## config.mk

```make
export PLATFORM = sky130hd
export DESIGN_NAME = playseq_top
export DESIGN_NICKNAME = d
export VERILOG_FILES = /design/src/verilog/playseq_pkg.sv /design/src/verilog/sequence_rom.sv /design/src/verilog/move_capture.sv /design/src/verilog/playseq_datapath.sv /design/src/verilog/playseq_control.sv /design/src/verilog/playseq_top.sv
export SDC_FILE = /design/constraint.sdc
export NUM_CORES = 1
export LEC_CHECK = 0
export BUFFER_PORTS_ARGS = -buffer_cell sky130_fd_sc_hd__buf_2
export CORE_MARGIN = 3
export CORE_UTILIZATION = 35
export CTS_BUF_LIST = sky130_fd_sc_hd__clkbuf_8
export DETAILED_ROUTE_END_ITERATION = 7
export SYNTH_ARGS = -nofsm -noshare
export SYNTH_HDL_FRONTEND = slang
export SYNTH_HIERARCHICAL = 1
export SYNTH_SLANG_ARGS = --single-unit
```

## constraint.sdc

```tcl
create_clock -name clock -period 3.4 [get_ports clock]
set_clock_uncertainty 0.05 [all_clocks]
set_input_delay 0.51 -clock clock [delete_from_list [all_inputs] [get_ports clock]]
set_output_delay 0.51 -clock clock [all_outputs]
set_load 0.005 [all_outputs]
```

## src/verilog/playseq_pkg.sv

```systemverilog
// Colour and state enums, move, config and status structs, colour sequence table
`default_nettype none

package playseq_pkg;

    localparam int SEQ_DEPTH = 16;  // Entries per bank
    localparam int SEQ_BANKS = 4;

    typedef enum logic [1:0] {
        green  = 2'd0,
        red    = 2'd1,
        blue   = 2'd2,
        yellow = 2'd3
    } color_t;

    // Codes match the debug display
    typedef enum logic [3:0] {
        idle        = 4'h0,
        prepare     = 4'h1,
        next_round  = 4'h2,
        wait_move   = 4'h3,
        take_move   = 4'h4,
        compare     = 4'h5,
        next_pos    = 4'h6,
        gap_led     = 4'h7,
        end_win     = 4'hA,
        show_led    = 4'hB,
        showed_led  = 4'hC,
        start_round = 4'hD,
        end_error   = 4'hE,
        end_timeout = 4'hF
    } state_t;

    typedef struct packed {
        color_t color;
    } move_t;

    typedef struct packed {
        logic [1:0] level;  // Final length is 4 * level + 4
        logic [1:0] bank;
    } game_cfg_t;

    typedef struct packed {
        logic ready;
        logic won;
        logic lost;
        logic timed_out;
        logic preview;
    } game_status_t;

    // --------------------
    // Sequence table
    // --------------------
    typedef color_t [SEQ_DEPTH-1:0] seq_bank_t;
    typedef seq_bank_t [SEQ_BANKS-1:0] seq_table_t;

    function automatic seq_table_t build_seq_table();
        seq_table_t table_out;
        for (int b = 0; b < SEQ_BANKS; b++) begin
            for (int i = 0; i < SEQ_DEPTH; i++) begin
                table_out[b][i] = color_t'((3 * i + b + i / 2) % 4);
            end
        end
        return table_out;
    endfunction

    localparam seq_table_t SEQ_TABLE = build_seq_table();

endpackage

`default_nettype wire

```

## src/verilog/sequence_rom.sv

```systemverilog
// Colour sequence ROM with registered read, four banks of sixteen entries
`timescale 1ns/1ps
`default_nettype none

module sequence_rom (
    input  wire                 clock,
    input  wire [1:0]           bank,
    input  wire [3:0]           addr,
    output playseq_pkg::color_t color
);
    import playseq_pkg::*;

    // One cycle from address to colour
    always_ff @(posedge clock) begin
        color <= SEQ_TABLE[bank][addr];
    end

    // --------------------
    // Checks
    // --------------------
    // Position counter must never run past a bank
    addr_in_range: assert property (
        @(posedge clock) !$isunknown(addr) |-> (int'(addr) < SEQ_DEPTH)
    );

endmodule

`default_nettype wire

```

## src/verilog/move_capture.sv

```systemverilog
// Four-phase req/ack move receiver with a one-entry hold register
`timescale 1ns/1ps
`default_nettype none

module move_capture (
    input  wire                 clock,
    input  wire                 reset,
    input  wire                 move_req,
    input  wire playseq_pkg::move_t move,
    output logic                move_ack,
    input  wire                 take,
    output logic                pending,
    output playseq_pkg::move_t  held
);

    logic accept;

    // New move only when idle on the link and nothing held
    assign accept = move_req && !move_ack && !pending;

    always_ff @(posedge clock or posedge reset) begin
        if (reset) begin
            move_ack <= 1'b0;
            pending  <= 1'b0;
        end else begin
            if (accept) begin
                move_ack <= 1'b1;
            end else if (move_ack && !move_req) begin
                move_ack <= 1'b0;  // Phase 4
            end

            if (accept) begin
                pending <= 1'b1;
            end else if (take) begin
                pending <= 1'b0;  // Control unit consumed it
            end
        end
    end

    // Payload only
    always_ff @(posedge clock) begin
        if (accept) begin
            held <= move;
        end
    end

    take_needs_pending: assert property (
        @(posedge clock) disable iff (reset) take |-> pending
    );

    ack_follows_req: assert property (
        @(posedge clock) disable iff (reset) $rose(move_ack) |-> $past(move_req)
    );

endmodule

`default_nettype wire

```

## src/verilog/playseq_datapath.sv

```systemverilog
// Game datapath: position and round counters, config register, LED and move timers, comparator
`timescale 1ns/1ps
`default_nettype none

module playseq_datapath #(
    parameter int LED_CYCLES          = 4,
    parameter int MOVE_TIMEOUT_CYCLES = 30
) (
    input  wire                      clock,
    input  wire                      reset,
    input  wire playseq_pkg::game_cfg_t cfg,
    input  wire                      clear_pos,
    input  wire                      count_pos,
    input  wire                      load_cfg,
    input  wire                      clear_round,
    input  wire                      count_round,
    input  wire                      store_move,
    input  wire                      clear_led_timer,
    input  wire                      count_led_timer,
    input  wire                      clear_move_timer,
    input  wire                      count_move_timer,
    input  wire playseq_pkg::move_t  held,
    input  wire playseq_pkg::color_t rom_color,
    output logic [1:0]               bank,
    output logic [3:0]               addr,
    output logic                     pos_last,
    output logic                     round_last,
    output logic                     match,
    output logic                     led_done,
    output logic                     move_timeout
);
    import playseq_pkg::*;

    localparam int LED_W  = $clog2(LED_CYCLES + 1);
    localparam int MOVE_W = $clog2(MOVE_TIMEOUT_CYCLES + 1);

    game_cfg_t         cfg_reg;
    logic [3:0]        pos;
    logic [4:0]        round_len;  // 1 to 16
    logic [4:0]        final_len;
    color_t            move_reg;
    logic [LED_W-1:0]  led_timer;
    logic [MOVE_W-1:0] move_timer;

    // --------------------
    // Config and counters
    // --------------------
    always_ff @(posedge clock or posedge reset) begin
        if (reset) begin
            cfg_reg   <= '0;
            pos       <= 4'd0;
            round_len <= 5'd1;
        end else begin
            if (load_cfg) cfg_reg <= cfg;

            if (clear_pos) begin
                pos <= 4'd0;
            end else if (count_pos) begin
                pos <= pos + 4'd1;
            end

            if (clear_round) begin
                round_len <= 5'd1;
            end else if (count_round) begin
                round_len <= round_len + 5'd1;
            end
        end
    end

    assign final_len  = {1'b0, cfg_reg.level, 2'b00} + 5'd4;
    assign pos_last   = ({1'b0, pos} == round_len - 5'd1);
    assign round_last = (round_len == final_len);
    assign bank       = cfg_reg.bank;
    assign addr       = pos;

    // Taken move and comparator
    always_ff @(posedge clock) begin
        if (store_move) move_reg <= held.color;
    end

    assign match = (move_reg == rom_color);

    // --------------------
    // Timers
    // --------------------
    // LED timer wraps at its last count so lit and dark phases chain
    always_ff @(posedge clock or posedge reset) begin
        if (reset) begin
            led_timer  <= '0;
            move_timer <= '0;
        end else begin
            if (clear_led_timer) begin
                led_timer <= '0;
            end else if (count_led_timer) begin
                led_timer <= led_done ? '0 : led_timer + 1'b1;
            end

            if (clear_move_timer) begin
                move_timer <= '0;
            end else if (count_move_timer && !move_timeout) begin
                move_timer <= move_timer + 1'b1;
            end
        end
    end

    assign led_done     = (led_timer == LED_W'(LED_CYCLES - 1));
    assign move_timeout = (move_timer == MOVE_W'(MOVE_TIMEOUT_CYCLES - 1));

    round_len_bounded: assert property (
        @(posedge clock) disable iff (reset) round_len <= final_len
    );

endmodule

`default_nettype wire

```

## src/verilog/playseq_control.sv

```systemverilog
// Moore control unit for preview, player input, compare and game end
`timescale 1ns/1ps
`default_nettype none

module playseq_control (
    input  wire                         clock,
    input  wire                         reset,
    input  wire                         play,
    input  wire                         pending,
    input  wire                         pos_last,
    input  wire                         round_last,
    input  wire                         match,
    input  wire                         led_done,
    input  wire                         move_timeout,
    output logic                        clear_pos,
    output logic                        count_pos,
    output logic                        load_cfg,
    output logic                        clear_round,
    output logic                        count_round,
    output logic                        store_move,
    output logic                        clear_led_timer,
    output logic                        count_led_timer,
    output logic                        clear_move_timer,
    output logic                        count_move_timer,
    output logic                        take,
    output logic                        led_on,
    output playseq_pkg::game_status_t   status,
    output playseq_pkg::state_t         db_state
);
    import playseq_pkg::*;

    state_t state;
    state_t state_next;

    always_ff @(posedge clock or posedge reset) begin
        if (reset) begin
            state <= idle;
        end else begin
            state <= state_next;
        end
    end

    // --------------------
    // Next state
    // --------------------
    always_comb begin
        state_next = state;
        case (state)
            idle:        if (play) state_next = prepare;
            prepare:     state_next = gap_led;  // Dark lead-in, ROM settles
            gap_led:     if (led_done) state_next = show_led;
            show_led: begin
                if (led_done) state_next = pos_last ? start_round : showed_led;
            end
            showed_led:  state_next = gap_led;
            start_round: state_next = wait_move;
            wait_move: begin
                if (pending) begin
                    state_next = take_move;
                end else if (move_timeout) begin
                    state_next = end_timeout;
                end
            end
            take_move:   state_next = compare;
            compare: begin
                if (!match) begin
                    state_next = end_error;
                end else if (!pos_last) begin
                    state_next = next_pos;
                end else begin
                    state_next = round_last ? end_win : next_round;
                end
            end
            next_pos:    state_next = wait_move;
            next_round:  state_next = gap_led;
            end_win, end_error, end_timeout: begin
                if (play) state_next = prepare;
            end
            default:     state_next = idle;
        endcase
    end

    // --------------------
    // Moore outputs
    // --------------------
    always_comb begin
        clear_pos        = (state == idle) || (state == prepare) || (state == start_round)
                           || (state == next_round);
        count_pos        = (state == showed_led) || (state == next_pos);
        load_cfg         = (state == prepare);
        clear_round      = (state == idle) || (state == prepare);
        count_round      = (state == next_round);
        store_move       = (state == take_move);
        take             = (state == take_move);
        clear_led_timer  = (state == prepare) || (state == next_round);
        count_led_timer  = (state == gap_led) || (state == show_led) || (state == showed_led);
        clear_move_timer = (state == start_round) || (state == next_pos);
        count_move_timer = (state == wait_move);
        led_on           = (state == show_led);

        status.ready     = (state == end_win) || (state == end_error) || (state == end_timeout);
        status.won       = (state == end_win);
        status.lost      = (state == end_error) || (state == end_timeout);
        status.timed_out = (state == end_timeout);
        status.preview   = (state == gap_led) || (state == show_led) || (state == showed_led);
    end

    assign db_state = state;

    won_lost_exclusive: assert property (
        @(posedge clock) disable iff (reset) !(status.won && status.lost)
    );

endmodule

`default_nettype wire

```

## src/verilog/playseq_top.sv

```systemverilog
// Sequence game top level: move capture, sequence ROM, datapath, control unit, LED decode
`timescale 1ns/1ps
`default_nettype none

module playseq_top #(
    parameter int LED_CYCLES          = 4,
    parameter int MOVE_TIMEOUT_CYCLES = 30
) (
    input  wire                         clock,
    input  wire                         reset,
    input  wire                         play,
    input  wire playseq_pkg::game_cfg_t cfg,
    input  wire                         move_req,
    input  wire playseq_pkg::move_t     move,
    output logic                        move_ack,
    output logic [3:0]                  leds,
    output playseq_pkg::game_status_t   status,
    output playseq_pkg::state_t         db_state
);
    import playseq_pkg::*;

    move_t      held;
    color_t     rom_color;
    logic [1:0] bank;
    logic [3:0] addr;
    logic       pending, take, led_on;
    logic       pos_last, round_last, match, led_done, move_timeout;
    logic       clear_pos, count_pos, load_cfg, clear_round, count_round;
    logic       store_move, clear_led_timer, count_led_timer;
    logic       clear_move_timer, count_move_timer;

    move_capture u_move_capture (.*);  // Producer side

    sequence_rom u_sequence_rom (
        .clock (clock),
        .bank  (bank),
        .addr  (addr),
        .color (rom_color)
    );

    playseq_datapath #(
        .LED_CYCLES          (LED_CYCLES),
        .MOVE_TIMEOUT_CYCLES (MOVE_TIMEOUT_CYCLES)
    ) u_datapath (.*);

    playseq_control u_control (.*);

    // One-hot LEDs, all off when dark
    always_comb begin
        leds = 4'b0000;
        if (led_on) leds[rom_color] = 1'b1;
    end

endmodule

`default_nettype wire

```

==> results of run 1 <==
[stage by stage]
step / power, uW / instances
global route: 2220 / 314
detailed placement: 1750 / 306
finish: 2020 / 314
floorplan: 1560 / 224
CTS: 2040 / 314
global placement: 1720 / 306
[worst max path at each step]
stage	from	to	slack (ps)	cells after the start
6_report	u_datapath/round_len[0]	u_control/db_state[2]	740	9
5_1_grt	u_datapath/round_len[0]	u_control/db_state[2]	530	9
4_1_cts	u_datapath/round_len[0]	u_control/db_state[2]	730	9
3_5_place_dp	u_datapath/round_len[0]	u_control/db_state[2]	740	9
3_3_place_gp	u_datapath/round_len[0]	u_control/db_state[2]	790	9
2_1_floorplan	u_datapath/round_len[0]	u_control/db_state[2]	910	9
[per-layer routing]
layer	GRT usage [%]	vias to the layer above
met5	0	-
met4	3.51	0
met3	3.26	2
met2	19.8	37
met1	17.9	737
li1	-	810
[cells by family after synthesis]
kind of cell	Yosys count
and+or+nand+nor	79
adders and majority gates	11
xor gates and xnor gates	21
DFF	33
muxes	7
buffers and inverters	33
AOI/OAI and AO/OA	40
[power by group through the flow]
stage / combinational [uW] / sequential, uW / clock (uW)
2_1_floorplan: 908 / 653 / 0
3_3_place_gp: 950 / 772 / 0
3_5_place_dp: 968 / 780 / 0
4_1_cts: 971 / 771 / 302
5_1_grt: 1100 / 807 / 321
6_report: 963 / 770 / 287
[cell type report]
class / instances / share of cell area (%)
multi-input combinational: 158 / 48.5
clock inverter: 3 / 0.749
inverter: 20 / 3.21
tap: 72 / 3.85
sequential: 33 / 35.8
clock buffer: 5 / 2.94
timing repair buffer: 23 / 4.93
[worst reg2reg max path: cells and delay by family (launching register included)]
family	cells	cell delay, ps
and+or+nand+nor	1	70
adders and majority gates	1	240
DFF	1	600
AOI/OAI and AO/OA	6	1530
buffers and inverters	1	80
[layout by cell type, fill, tap and decap left out, drive strengths merged, types with 2 or more instances in the layout]
cell and count:
ha 10, nand2 14, xor2 12, dfxtp 2, o21ai 7, nor3b 2, clkinv 2, and3b 3
edfxtp 4, clkbuf 5, xnor2 9, a21oi 9, inv 20, nor2 20, or3 2, nand4 4
nand3 6, nand2b 8, a21boi 2, o31ai 3, dfrtp 26, nor3 8, buf 23, nor2b 2
mux2 5, o211a 2, mux2i 2, o22ai 3, and3 3, a211oi 2
==> out/metrics.csv, run 1 <==
stage,metric,value,unit
run_status,outcome,"finished, final reports clean",
setup_path,path_cells,inv_1 > ha_1 > o21ba_1 > a221o_1 > a2111oi_2 > a31o_2 > o211a_1 > nand3_1 > o211a_1,
yosys,synth-main-ff-cell,dfrtp_1,
drt,num_vias,1586,
timing,fmax,375,MHz
drt,drt_iter0_markers,78,
timing,holdWs,30.7,ps
timing,final-hold-violation-count,0,
drt,top_layer,met4,
yosys,netlist_top_cells_area,"dfrtp_1 30%, ha_1 5.9%, edfxtp_1 5.6%",
timing,setup_slack,736,ps
worst_hold_path,hold_class,input port to async pin,
final_layout,nets,261,
setup_path,path_buf_inv,1,
yosys,synth_top_cell_by_area,dfrtp_1,
drt,wl_met1,2050,um
clock_network,cts_resized,0,
yosys,ys_types,58,
floorplan,initial_core_util,37.4,%
global_route,grt_pass1_vias,1519,
setup_path,crit_top_cell,o211a_1,
clock_network,cts.sinks,33,
floorplan,core,5710,um2
power,pwr-share-seq,38.1,%
floorplan,die_area,7070,um2
clock_network,cts_buffers,5,
final_layout,top_regs,"u_datapath/move_timer (5), u_datapath/round_len (5)",
power,vdd_drop_max,0.000341,V
drt,dr_wl_met3,245,um
timing,final-setup-viol-count,0,
drt,dr.pass1.iters,4,
yosys,yosysSeqAreaShare,39.2,%
yosys,synth_xor_area_share,8.62,%
final_layout,drive_gt1_share,19.8,%
clock_network,h-tree-depth,2,
setup_path,critPathRequiredTime,3520,ps
placed_design,dp_slack,741,ps
yosys,synth_top_family_by_area,simple AND/OR/NAND/NOR gates,
yosys,syn_nets,244,
floorplan,row_count,27,
floorplan,fp.dieW,84.1,um
yosys,synth_compound_area_share,13.5,%
final_layout,multiInputGateArea,1130,um2
placed_design,io_buffers,23,
yosys,syn_area,2130,um2
placed_design,place_hpwl,3150,um
timing,tightest_slew,877,ps
power,p_per_area,864,nW/um2
timing,fin_tns_setup,0,ps
setup_path,crit_path_start_kind,flop,
yosys,synthArstFlopShare,81.8,%
setup_path,timing.rr.end,u_control/db_state[2],
setup_path,reg2regPathDepth,9,
setup_path,worstReg2RegStart,u_datapath/round_len[0],
global_route,antenna_found_initial,0,
setup_path,critical-path-slowest-cell,dfstp_2,
final_layout,final_area,2340,um2
yosys,yosysMostFrequentCell,dfrtp_1,
yosys,syn_inst,224,
setup_path,cp_slowest_stage_delay,600,ps
final_layout,fin_util,40.9,%
yosys,ys_seq_elements,33,
flow_run,drv_cap,0,
clock_network,postCtsHoldBufs,0,
global_route,grt_util_all_layers,12.9,%
final_layout,num_antenna_cells,0,
yosys,yosysWarnings,6,
timing,post-route-min-period,2660,ps
clock_network,cts_setup_buffers,0,
yosys,synth-simple-area-share,20.8,%
power,switchingPower,865,uW
clock_network,cts-root-buf,clkbuf_8,
global_route,grt_max_degree,22,
setup_path,end_kind,flop,
final_layout,syn_to_final_growth,9.56,%
yosys,avgSynthCellArea,9.52,um2
timing,relSlewSlack,41.4,%
placed_design,gp_congestion,0.845,
clock_network,clk_latency,280,ps
final_layout,regArea,837,um2
clock_network,clkTransAtPathRegs,70,ps
setup_path,crit_type,flop to flop,
power,p_sw_share,42.8,%
drt,ant_nets,0,
setup_path,crit_path_max_fanout,6,
power,combinationalPowerShare,47.7,%
placed_design,postPlaceCellArea,2250,um2
timing,period_share,78.4,%
drt,wl_met2,1940,um
clock_network,cts_tree,yes,
power,clkPwrFrac,14.2,%
clock_network,clock_path_buffers,2,
global_route,overflow,0,
final_layout,fill_cells,574,
yosys,synth_top_area_share,30.5,%
setup_path,regToRegSetupSlack,740,ps
setup_path,worst-endpoint-arrival,2790,ps
drt,viasPerCell,5.05,
drt,wl_per_cell,13.5,um
power,p_leak,0.00110,uW
timing,rsz0062_at_grt,no,
floorplan,ios,24,
yosys,synthTopCellsByCount,"26 x dfrtp_1, 20 x inv_1, 20 x nor2_1",
yosys,synth_mux_area_share,3.75,%
drt,drc,0,
timing,maxSlewViolCount,0,
floorplan,die_h,84.1,um
power,internal_power,1160,uW
global_route,grt_pass1_wl,7420,um
drt,wirelength,4250,um
setup_path,crit_family,compound AO/OA/AOI/OAI gates,
yosys,synth_adder_area_share,6.39,%
yosys,synth_enable_flop_cells,4,
(Power assumes the default switching activity.)
==> run 2, diff against run 1 <==
==> constraint.sdc (replaced) <==
create_clock -name clock -period 2.5 [get_ports clock]
set_clock_uncertainty 0.05 [all_clocks]
set_input_delay 0.375 -clock clock [delete_from_list [all_inputs] [get_ports clock]]
set_output_delay 0.375 -clock clock [all_outputs]
set_load 0.005 [all_outputs]
==> out/metrics.csv, run 2 (same netlist as run 1, synthesis figures left out) <==
stage,metric,value,unit,change
final_layout,fill_cells,564,,-1.7%
setup_path,critical-path-slowest-cell,dfstp_2,,
placed_design,place_hpwl,3360,um,+6.6%
setup_path,regToRegSetupSlack,80,ps,-650 ps
drt,drc,0,,unchanged
placed_design,io_buffers,23,,unchanged
placed_design,gp_congestion,0.863,,+2.2%
timing,relSlewSlack,43.1,%,+1.6 points
floorplan,die_area,7070,um2,unchanged
setup_path,crit_path_start_kind,flop,,
floorplan,row_count,27,,unchanged
setup_path,cp_num_cells,10,,+1
clock_network,cts-root-buf,clkbuf_8,,
setup_path,reg2regPathDepth,10,,+1
power,vdd_drop_max,0.000598,V,+76%
drt,wirelength,4410,um,+3.7%
clock_network,cts_tree,yes,,
setup_path,path_cells,inv_2 > ha_4 > o21ba_1 > a221o_1 > a2111oi_4 > buf_4 > a31o_2 > o211a_1 > nand3_1 > o211a_1,,
final_layout,num_antenna_cells,0,,unchanged
drt,dr.pass1.iters,4,,unchanged
clock_network,cts.sinks,33,,unchanged
global_route,overflow,0,,unchanged
clock_network,cts_buffers,5,,unchanged
timing,rsz0062_at_grt,no,,
global_route,antenna_found_initial,0,,unchanged
drt,drt_iter0_markers,52,,-33%
timing,final-setup-viol-count,0,,unchanged
timing,maxSlewViolCount,0,,unchanged
timing,final-hold-violation-count,0,,unchanged
global_route,grt_max_degree,22,,unchanged
setup_path,end_kind,flop,,
setup_path,crit_family,compound AO/OA/AOI/OAI gates,,
clock_network,clk_latency,280,ps,about the same
final_layout,syn_to_final_growth,16.5,%,
setup_path,worstReg2RegStart,u_datapath/round_len[0],,
setup_path,critPathRequiredTime,2620,ps,-900 ps
floorplan,fp.dieW,84.1,um,unchanged
clock_network,clkTransAtPathRegs,70,ps,about the same
final_layout,drive_gt1_share,23.6,%,+3.8 points
final_layout,nets,273,,+4.6%
setup_path,worst-endpoint-arrival,2540,ps,-250 ps
timing,fin_tns_setup,0,ps,unchanged
floorplan,ios,24,,unchanged
drt,viasPerCell,5.05,,about the same
setup_path,cp_slowest_stage_delay,530,ps,-70 ps
timing,tightest_slew,853,ps,-24.2 ps
setup_path,crit_type,flop to flop,,
timing,holdWs,230,ps,+199 ps
setup_path,timing.rr.end,u_control/db_state[2],,
clock_network,cts_setup_buffers,0,,unchanged
global_route,grt_pass1_vias,1643,,+8.2%
final_layout,final_cell_mix,"26 x dfrtp_1, 23 x buf_2, 20 x inv_1, 20 x nor2_1, 14 x nand2_1",,
floorplan,initial_core_util,37.4,%,unchanged
drt,num_vias,1646,,+3.8%
floorplan,core,5710,um2,unchanged
final_layout,fin_util,43.5,%,+2.6 points
setup_path,crit_top_cell,o211a_1,,
power,p_per_area,1240,nW/um2,+43%
global_route,grt_pass1_wl,7850,um,+5.8%
flow_run,drv_cap,0,,unchanged
final_layout,mostFrequentLayoutCell,dfrtp_1,,
setup_path,crit_path_max_fanout,4,,-2
final_layout,top_regs,"u_datapath/move_timer (5), u_datapath/round_len (5)",,
drt,wl_per_cell,13.5,um,-0.10%
timing,fmax,414,MHz,+10%
worst_hold_path,hold_class,input port to flop,,
setup_path,crit_end,u_control/db_state[2],,
drt,ant_nets,0,,unchanged
clock_network,clock_path_buffers,2,,unchanged
global_route,grt_util_all_layers,13.6,%,+0.74 points
clock_network,h-tree-depth,2,,unchanged
timing,post-route-min-period,2420,ps,-247 ps
setup_path,path_buf_inv,2,,+1
setup_path,crit_start,u_datapath/round_len[0],,
timing,period_share,96.7,%,+18 points
floorplan,die_h,84.1,um,unchanged
power,p_leak,0.00117,uW,+7.1%
run_status,outcome,"finished, final reports clean",,
## run 2: worst min path at each step
stage | startpoint | to | slack, ps | cells past startpoint
CTS | move[1] | u_move_capture/held[1] | 220 | 1
global placement | reset | u_move_capture/pending | 200 | 2
finish | move[1] | u_move_capture/held[1] | 230 | 1
global route | move[0] | u_move_capture/held[0] | 210 | 1
floorplan | reset | u_move_capture/move_ack | 70 | 1
detailed placement | reset | u_move_capture/pending | 200 | 2
## run 2: layer usage
layer / global-route usage, % / wire length [um]
met2: 21.2 / 2030
met1: 18.3 / 2170
met4: 4.24 / 31
met5: 0 / 0
met3: 3.65 / 170
## run 2: power breakdown
group          total, uW  switching (uW)  leakage, uW  internal, uW
Clock                508             187    0.0000626           321
Sequential           966             242     0.000397           724
Combinational       1600             791     0.000714           805
Total               3070            1220      0.00117          1850
## run 2: area by class of cell
cell class              instances  area (um2)  area share (%)
inverters                      20        75.1            3.02
repair buffers                 35         208            8.36
clock buffers                   6        82.6            3.32
clock inverters                 2        33.8            1.36
flip-flops and latches         33         837            33.7
well taps                      72        90.1            3.63
multi-input cells             158        1160            46.6
## run 2: through the flow
step	power (uW)	instances	instance area [um2]	setup slack (ps)
2_1_floorplan	2120	224	2130	12.3
3_3_place_gp	2470	317	2330	-10.5
3_5_place_dp	2520	317	2330	-63.0
4_1_cts	3070	326	2470	3.57
5_1_grt	3350	326	2480	2.49
6_report	3070	326	2480	83.0
## run 2: what timing repair did
item,4_1_cts,5_1_grt
hold endpoints to repair,6,0
pin swaps,1,4
hold buffers,1,0
endpoints found under the setup margin,2,2
gates resized for setup,1,3
